--- src/logic/cap_sense_pkg.sv ---
`default_nettype none

package cap_sense_pkg;

	// pad count and reading memory geometry.
	localparam int NUM_SENSORS = 9;
	localparam int NUM_SLOTS = 16;

	// all timing below is in clock cycles.
	// the charge pin stays high until every pad has read high for more than this many cycles.
	localparam logic [15:0] CHARGE_CONFIDENCE_CYCLES = 16'd20;

	// a pad that is still high at the end of the window reads exactly this value.
	localparam logic [15:0] DISCHARGE_WINDOW_CYCLES = 16'd400;

	// distance between two scan starts.
	localparam int SCAN_PERIOD_CYCLES = 1000;

	// one discharge reading.
	typedef logic [15:0] reading_t;

	// one bit per pad, for pad inputs and touched flags.
	typedef logic [NUM_SENSORS-1:0] sensor_vec_t;

	// reading memory address, pad i lives at address i.
	typedef logic [3:0] slot_addr_t;

	// sequencer cycle counters for the charge and discharge phases.
	typedef logic [15:0] count_t;

	// scan period counter, wide enough for SCAN_PERIOD_CYCLES.
	typedef logic [9:0] period_count_t;

	typedef enum logic [1:0] {
		IDLE,
		CHARGE,
		DISCHARGE,
		WRITEBACK
	} scan_state_t;

endpackage

`default_nettype wire
--- src/logic/reading_bus_if.sv ---
`timescale 1ns/1ps
`default_nettype none

// one access port onto the reading memory.
// a client holds req and its fields until gnt is high, and read data follows a cycle later.
interface reading_bus_if;
	import cap_sense_pkg::*;

	logic       req;
	logic       we;
	slot_addr_t addr;
	reading_t   wdata;
	logic       gnt;
	reading_t   rdata;

	modport client (
		output req, we, addr, wdata,
		input  gnt, rdata
	);

	modport arbiter (
		input  req, we, addr, wdata,
		output gnt, rdata
	);

	// req acts as the memory enable on this side.
	modport memory (
		input  req, we, addr, wdata,
		output gnt, rdata
	);

endinterface

`default_nettype wire

--- src/logic/cap_sense_top.sv ---
`timescale 1ns/1ps
`default_nettype none

module cap_sense_top (
	input  logic                       clock,
	input  logic                       rst_n,
	input  cap_sense_pkg::sensor_vec_t sensors_in,
	output logic                       sensors_out,
	input  cap_sense_pkg::reading_t    touch_threshold,
	input  logic                       host_rd,
	input  cap_sense_pkg::slot_addr_t  host_addr,
	output cap_sense_pkg::reading_t    host_data,
	output logic                       host_valid,
	output cap_sense_pkg::sensor_vec_t touched
);
	import cap_sense_pkg::*;

	logic       scan_done;
	logic       host_pending;
	slot_addr_t host_addr_q;

	reading_bus_if scan_bus ();
	reading_bus_if detect_bus ();
	reading_bus_if host_bus ();
	reading_bus_if mem_bus ();

	// host request holder. a strobe is dropped while an earlier one still waits for its grant.
	always_ff @(posedge clock) begin
		if (!rst_n) begin
			host_pending <= 1'b0;
		end else if (host_bus.gnt) begin
			host_pending <= 1'b0;
		end else if (host_rd) begin
			host_pending <= 1'b1;
		end
	end

	always_ff @(posedge clock) begin
		if (host_rd && !host_pending) begin
			host_addr_q <= host_addr;
		end
	end

	assign host_bus.req = host_pending;
	assign host_bus.we = 1'b0;
	assign host_bus.addr = host_addr_q;
	assign host_bus.wdata = '0;
	assign host_data = host_bus.rdata;

	capacitive_sensor_array u_array (
		.clock       (clock),
		.rst_n       (rst_n),
		.sensors_in  (sensors_in),
		.sensors_out (sensors_out),
		.scan_done   (scan_done),
		.mem         (scan_bus)
	);

	touch_detector u_detect (
		.clock           (clock),
		.rst_n           (rst_n),
		.scan_done       (scan_done),
		.touch_threshold (touch_threshold),
		.touched         (touched),
		.mem             (detect_bus)
	);

	reading_arbiter u_arb (
		.clock           (clock),
		.rst_n           (rst_n),
		.scan_port       (scan_bus),
		.detect_port     (detect_bus),
		.host_port       (host_bus),
		.mem             (mem_bus),
		.host_read_valid (host_valid)
	);

	reading_memory u_mem (
		.clock (clock),
		.rst_n (rst_n),
		.port  (mem_bus)
	);

endmodule

`default_nettype wire

--- src/logic/reading_memory.sv ---
`timescale 1ns/1ps
`default_nettype none

module reading_memory (
	input  logic          clock,
	input  logic          rst_n,
	reading_bus_if.memory port
);
	import cap_sense_pkg::*;

	reading_t slots [NUM_SLOTS];

	// single port, accepts every enabled cycle.
	assign port.gnt = port.req;

	// slots 9 to 15 are never written, so they keep the zero from reset.
	always_ff @(posedge clock) begin
		if (!rst_n) begin
			for (int i = 0; i < NUM_SLOTS; i++) begin
				slots[i] <= '0;
			end
			port.rdata <= '0;
		end else if (port.req) begin
			if (port.we) begin
				slots[port.addr] <= port.wdata;
			end else begin
				port.rdata <= slots[port.addr];
			end
		end
	end

endmodule

`default_nettype wire

--- src/logic/reading_arbiter.sv ---
`timescale 1ns/1ps
`default_nettype none

module reading_arbiter (
	input  logic           clock,
	input  logic           rst_n,
	reading_bus_if.arbiter scan_port,
	reading_bus_if.arbiter detect_port,
	reading_bus_if.arbiter host_port,
	reading_bus_if.client  mem,
	output logic           host_read_valid
);

	logic sel_scan;
	logic sel_detect;
	logic sel_host;

	// fixed priority: scan write-back first, then the detector, then the host.
	assign sel_scan = scan_port.req;
	assign sel_detect = detect_port.req && !scan_port.req;
	assign sel_host = host_port.req && !scan_port.req && !detect_port.req;

	assign mem.req = scan_port.req || detect_port.req || host_port.req;

	always_comb begin
		if (sel_scan) begin
			mem.we = scan_port.we;
			mem.addr = scan_port.addr;
			mem.wdata = scan_port.wdata;
		end else if (sel_detect) begin
			mem.we = detect_port.we;
			mem.addr = detect_port.addr;
			mem.wdata = detect_port.wdata;
		end else begin
			mem.we = host_port.we;
			mem.addr = host_port.addr;
			mem.wdata = host_port.wdata;
		end
	end

	assign scan_port.gnt = sel_scan && mem.gnt;
	assign detect_port.gnt = sel_detect && mem.gnt;
	assign host_port.gnt = sel_host && mem.gnt;

	// read data is broadcast, each client knows when it is its own.
	assign scan_port.rdata = mem.rdata;
	assign detect_port.rdata = mem.rdata;
	assign host_port.rdata = mem.rdata;

	// marks the host as owner of the read data arriving next cycle.
	always_ff @(posedge clock) begin
		if (!rst_n) begin
			host_read_valid <= 1'b0;
		end else begin
			host_read_valid <= host_port.gnt && !host_port.we;
		end
	end

endmodule

`default_nettype wire

--- src/logic/touch_detector.sv ---
`timescale 1ns/1ps
`default_nettype none

module touch_detector (
	input  logic                       clock,
	input  logic                       rst_n,
	input  logic                       scan_done,
	input  cap_sense_pkg::reading_t    touch_threshold,
	output cap_sense_pkg::sensor_vec_t touched,
	reading_bus_if.client              mem
);
	import cap_sense_pkg::*;

	logic        active;
	slot_addr_t  rd_index;
	logic        ret_valid;
	slot_addr_t  ret_index;
	logic        pass_end;
	sensor_vec_t shadow;

	// request side. reads are issued back to back, one slot per grant.
	always_ff @(posedge clock) begin
		if (!rst_n) begin
			active <= 1'b0;
			rd_index <= '0;
			ret_valid <= 1'b0;
			pass_end <= 1'b0;
			touched <= '0;
		end else begin
			ret_valid <= mem.req && mem.gnt;
			pass_end <= ret_valid && (ret_index == slot_addr_t'(NUM_SENSORS - 1));
			if (scan_done) begin
				active <= 1'b1;
				rd_index <= '0;
			end else if (mem.req && mem.gnt) begin
				if (rd_index == slot_addr_t'(NUM_SENSORS - 1)) begin
					active <= 1'b0;
				end
				rd_index <= rd_index + 4'd1;
			end
			// all flags change together once the last comparison has landed.
			if (pass_end) begin
				touched <= shadow;
			end
		end
	end

	// return side. rdata belongs to the slot granted one cycle earlier.
	always_ff @(posedge clock) begin
		ret_index <= rd_index;
		if (ret_valid) begin
			shadow[ret_index] <= (mem.rdata > touch_threshold);
		end
	end

	assign mem.req = active;
	assign mem.we = 1'b0;
	assign mem.addr = rd_index;
	assign mem.wdata = '0;

endmodule

`default_nettype wire

--- src/logic/capacitive_sensor_array.sv ---
`timescale 1ns/1ps
`default_nettype none

module capacitive_sensor_array (
	input  logic                       clock,
	input  logic                       rst_n,
	input  cap_sense_pkg::sensor_vec_t sensors_in,
	output logic                       sensors_out,
	output logic                       scan_done,
	reading_bus_if.client              mem
);
	import cap_sense_pkg::*;

	scan_state_t   state;
	period_count_t period_count;
	count_t        charge_count;
	count_t        window_count;
	slot_addr_t    wb_index;
	logic          wb_settle;
	logic          period_wrap;
	logic          measure;
	reading_t      readings [NUM_SENSORS];

	assign period_wrap = (period_count == period_count_t'(SCAN_PERIOD_CYCLES - 1));

	// free running scan period counter.
	always_ff @(posedge clock) begin
		if (!rst_n) begin
			period_count <= '0;
		end else if (period_wrap) begin
			period_count <= '0;
		end else begin
			period_count <= period_count + 10'd1;
		end
	end

	always_ff @(posedge clock) begin
		if (!rst_n) begin
			state <= IDLE;
			sensors_out <= 1'b0;
			scan_done <= 1'b0;
			charge_count <= '0;
			window_count <= '0;
			wb_index <= '0;
			wb_settle <= 1'b0;
		end else begin
			scan_done <= 1'b0;
			case (state)
				IDLE: begin
					charge_count <= '0;
					if (period_wrap) begin
						state <= CHARGE;
					end
				end
				CHARGE: begin
					if (charge_count > CHARGE_CONFIDENCE_CYCLES) begin
						sensors_out <= 1'b0;
						window_count <= '0;
						state <= DISCHARGE;
					end else begin
						sensors_out <= 1'b1;
						// the confidence count is cumulative and never restarts inside a scan.
						if (sensors_out && (&sensors_in)) begin
							charge_count <= charge_count + 16'd1;
						end
					end
				end
				DISCHARGE: begin
					window_count <= window_count + 16'd1;
					if (window_count == DISCHARGE_WINDOW_CYCLES - 16'd1) begin
						wb_index <= '0;
						wb_settle <= 1'b1;
						state <= WRITEBACK;
					end
				end
				WRITEBACK: begin
					// pads that never fell update their reading one cycle after measure drops.
					wb_settle <= 1'b0;
					if (mem.req && mem.gnt) begin
						if (wb_index == slot_addr_t'(NUM_SENSORS - 1)) begin
							scan_done <= 1'b1;
							state <= IDLE;
						end else begin
							wb_index <= wb_index + 4'd1;
						end
					end
				end
				default: state <= IDLE;
			endcase
		end
	end

	assign measure = (state == DISCHARGE);

	for (genvar i = 0; i < NUM_SENSORS; i++) begin : g_pad
		capacitive_sensor u_pad (
			.clock     (clock),
			.rst_n     (rst_n),
			.measure   (measure),
			.sensor_in (sensors_in[i]),
			.reading   (readings[i])
		);
	end

	// write-back of reading i to address i, one slot per grant.
	assign mem.req = (state == WRITEBACK) && !wb_settle;
	assign mem.we = 1'b1;
	assign mem.addr = wb_index;
	assign mem.wdata = readings[wb_index];

endmodule

`default_nettype wire

--- src/logic/capacitive_sensor.sv ---
`timescale 1ns/1ps
`default_nettype none

module capacitive_sensor (
	input  logic                    clock,
	input  logic                    rst_n,
	input  logic                    measure,
	input  logic                    sensor_in,
	output cap_sense_pkg::reading_t reading
);
	import cap_sense_pkg::*;

	reading_t count;
	logic     captured;
	logic     measure_q;

	// count cycles since discharge began.
	// the first low sample of the pad input freezes the reading.
	always_ff @(posedge clock) begin
		if (!rst_n) begin
			count <= '0;
			captured <= 1'b0;
			measure_q <= 1'b0;
			reading <= '0;
		end else begin
			measure_q <= measure;
			if (measure) begin
				count <= count + 16'd1;
				if (!captured && !sensor_in) begin
					reading <= count;
					captured <= 1'b1;
				end
			end else begin
				count <= '0;
				captured <= 1'b0;
				// the pad never fell inside the window, so it reads the full window.
				if (measure_q && !captured) begin
					reading <= DISCHARGE_WINDOW_CYCLES;
				end
			end
		end
	end

endmodule

`default_nettype wire

--- config.mk ---
export PLATFORM = sky130hd
export DESIGN_NAME = cap_sense_top
export DESIGN_NICKNAME = d
export VERILOG_FILES = /design/src/logic/cap_sense_pkg.sv /design/src/logic/reading_bus_if.sv /design/src/logic/cap_sense_top.sv /design/src/logic/reading_memory.sv /design/src/logic/reading_arbiter.sv /design/src/logic/touch_detector.sv /design/src/logic/capacitive_sensor_array.sv /design/src/logic/capacitive_sensor.sv
export SDC_FILE = /design/constraint.sdc
export NUM_CORES = 1
export LEC_CHECK = 0
export ABC_AREA = 1
export BUFFER_PORTS_ARGS = -buffer_cell sky130_fd_sc_hd__buf_2
export CORE_MARGIN = 4
export CORE_UTILIZATION = 55
export DETAILED_ROUTE_END_ITERATION = 8
export PLACE_DENSITY = 0.81
export SLEW_MARGIN = 40
export SYNTH_ARGS = -nofsm -noshare
export SYNTH_HDL_FRONTEND = slang
export SYNTH_SLANG_ARGS = --single-unit
--- constraint.sdc ---
create_clock -name clock -period 10.1 [get_ports clock]
set_input_delay 1.01 -clock clock [delete_from_list [all_inputs] [get_ports clock]]
set_output_delay 1.01 -clock clock [all_outputs]
set_load 0.05 [all_outputs]
==> run summary <==
Status: finished, final reports clean
Drt pass-1 iters: 8
Total power: 6.45 mW
Max transition margin: 45.0%
Sequential-to-total area share from yosys stat: 54.3%
VDD IR max: 0.000123 V
Cells after Synth: 3558
Resize count post-CTS: 0
Starting Density: 55.5%
CP startpoint kind: register
Busiest grt layer: met2
Min-delay src: u_detect.mem.addr[2]
Power Dens Cells: 199 nW/um^2
Multi-input logic area: 12000 sq um
Max Cap Violations: 0
Placeable Area: 52600 sq um
Post-route minimum period: 4.16 ns
F_max: 240 MHz
Area grow syn2layout: 11.2%
FF-to-FF path depth: 8
Post-synth ARST share: 0%
CTS tree: yes
Drt total wl: 72400 um
Syn Area/Cell: 8.19 sq um
Diodes inserted: 0
DR iter-0 viols: 2523
Post-route ant nets: 0
Hold Path Stages: 0
Setup crit end kind: register
HP Class: register to register
Worst-path clk slew: 0.07 ns
Port Buffers: 58
CTS Buffer Depth: 3
Clock Skew: 0.0233 ns
CP startpoint: u_array.state[0]
Leading cell type in the layout, fill and taps excluded: nand2_1
Via density: 5.59
Die area: 56700 sq um
Number of setup violations in the final report: 0
Static Leak: 12.2 nW
Reg2Reg Setup Slack: 5.94 ns
Total GRT Usage: 24.9%
Synth Flop Type: dfxtp_1
Min Hold Slack: 0.388 ns
FF-to-FF End: u_mem.slots[5][1]
Arrival @ worst endpoint: 4.36 ns
Flops & latches, synth: 656
GR Overflow Total: 0
Placement Rows: 84
WP data required: 10.29 ns
Synth warn: 0
Die W: 238 um
Register Area: 15800 sq um
Post-DP HPWL: 47200 um
Die span in y: 238 um
WL per Instance: 16.5 um
Mapped cell area: 29100 sq um
Critical R2R Launch: u_array.state[0]
CTS H-Tree Depth: 3
GPL Wtd Cong: 0.927
Post-synth EDFFs: 269
CP max FO: 55
Unrepaired setup endpoints after global routing: no
Largest net degree at the start of global routing: 97
Clock sinks: 656
Postcts setup bufs: 0
Number of global-route vias before repair: 22.7k
CTS Root Cell: clkbuf_16
Met2 layer usage reported by global route: 40.8%
Setup Total Neg Slack: 0 ns
Vias: 24.5k
Most frequent cells in the layout: nand2_1, nor2_1, dfxtp_1
Post-synth cell types: 53
Met1 Use GR: 33.0%
Share of layout cells above drive strength 1: 6.93%
Max-slew violations: 0
First-pass GRT wire length: 115000 um
Number of hold violations in the final report: 0
Antenna violations before repair: 0
I/O pins: 59
Crit Path Class: register to register
Worst Tran Pin Value: 0.825 ns
GRT met3 Usage: 4.21%
DR DRC count: 0
Number of hold buffers added after cts: 0
Hold EP: u_detect.ret_index[2]
Clk_lat worst skew: 0.61 ns
Crit share post-route: 41.2%
Filler cells: 4341
Total CTS buffers: 69
Nets: 3713
[layer usage]
layer | vias up | wire length (um)
li1 | 11872 | -
met1 | 11367 | 29400
met2 | 1043 | 34000
met3 | 219 | 5860
met4 | 0 | 3130
met5 | - | 0
[stage by stage]
step	area, sq um	util [%]	instances	worst slack (ns)
finish	32400	61.7	4383	5.94
global route	32400	61.7	4383	5.62
global placement	30100	57.3	4261	5.97
detailed placement	30200	57.4	4261	6.00
floorplan	29600	-	3669	6.74
CTS	32400	61.7	4383	5.98
[report_power, final]
group          internal [mW]  switching (mW)
registers               2.88          0.0696
clock network           1.48            1.02
logic                  0.256           0.739
total                   4.62            1.83
[flip-flops by register name, summed over array words and instances, names as in the netlist, 2 cells and up]
signal and cells:
u_detect.mem.addr 4, u_array.period_count 10, u_detect.touched 9, u_array.g_pad.u_pad.count 144, u_array.mem.addr 4, u_detect.shadow 9
u_array.g_pad.u_pad.reading 144, u_mem.slots 256, u_array.charge_count 16, u_array.window_count 16, u_mem.port.rdata 16, u_array.g_pad.u_pad.captured 9
u_detect.ret_index 4, u_array.state 2, host_addr_q 4
[kinds of logic after synthesis]
family / Yosys count / synth area share [%]
fa+ha+maj: 37 / 1.59
xor+xnor: 22 / 0.661
compound gates: 539 / 10.2
buf+inv: 438 / 6.12
simple gates: 1865 / 27.1
other cells: 1 / 0.0129
flops: 656 / 54.3
[synthesized netlist by cell type, types with 7 or more instances]
master / instances / share of area (%)
nand4_1: 131 / 2.8
nand3_1: 111 / 1.9
inv_2: 9 / 0.12
buf_1: 14 / 0.18
o21a_1: 10 / 0.26
edfxtp_1: 269 / 28
nor3b_1: 9 / 0.23
a31o_2: 10 / 0.30
nor3_2: 8 / 0.27
a221oi_1: 21 / 0.63
o211ai_1: 24 / 0.62
buf_4: 10 / 0.26
xor2_1: 16 / 0.48
nand2_1: 1017 / 13
ha_1: 37 / 1.6
dfxtp_1: 387 / 27
nor2_1: 472 / 6.1
clkbuf_1: 109 / 1.4
buf_2: 37 / 0.64
nor4_1: 8 / 0.17
o21ai_0: 191 / 3.3
nor3_1: 68 / 1.2
buf_6: 7 / 0.27
inv_1: 248 / 3.2
a21oi_1: 260 / 4.5
[how the worst max path moves through the flow]
stage                               to  slack, ns
global route         u_mem.slots[5][8]       5.62
detailed placement   u_mem.slots[5][0]       6.00
floorplan           u_mem.slots[11][0]       6.74
global placement     u_mem.slots[6][6]       5.97
CTS                  u_mem.slots[5][8]       5.98
finish               u_mem.slots[5][1]       5.94
[final cells by class]
| type | count | share of cell area [%] |
|---|---|---|
| inverter | 261 | 3.04 |
| clock buffer | 106 | 6.46 |
| clock inverter | 16 | 0.444 |
| multi-input combinational | 2575 | 37.1 |
| timing repair buffer | 81 | 1.46 |
| sequential | 656 | 48.8 |
| tap | 688 | 2.66 |
[worst max-delay path, stage by stage (launching register included)]
cell and delay, ns:
dfxtp_1 0.38, ha_1 0.49, nand2_8 0.17, nand3_4 0.48
nand3_4 0.61, inv_2 0.68, nor2_2 0.15, nand2_2 0.28
nand2_1 0.48
No activity file was read; power rests on OpenSTA's default activity.
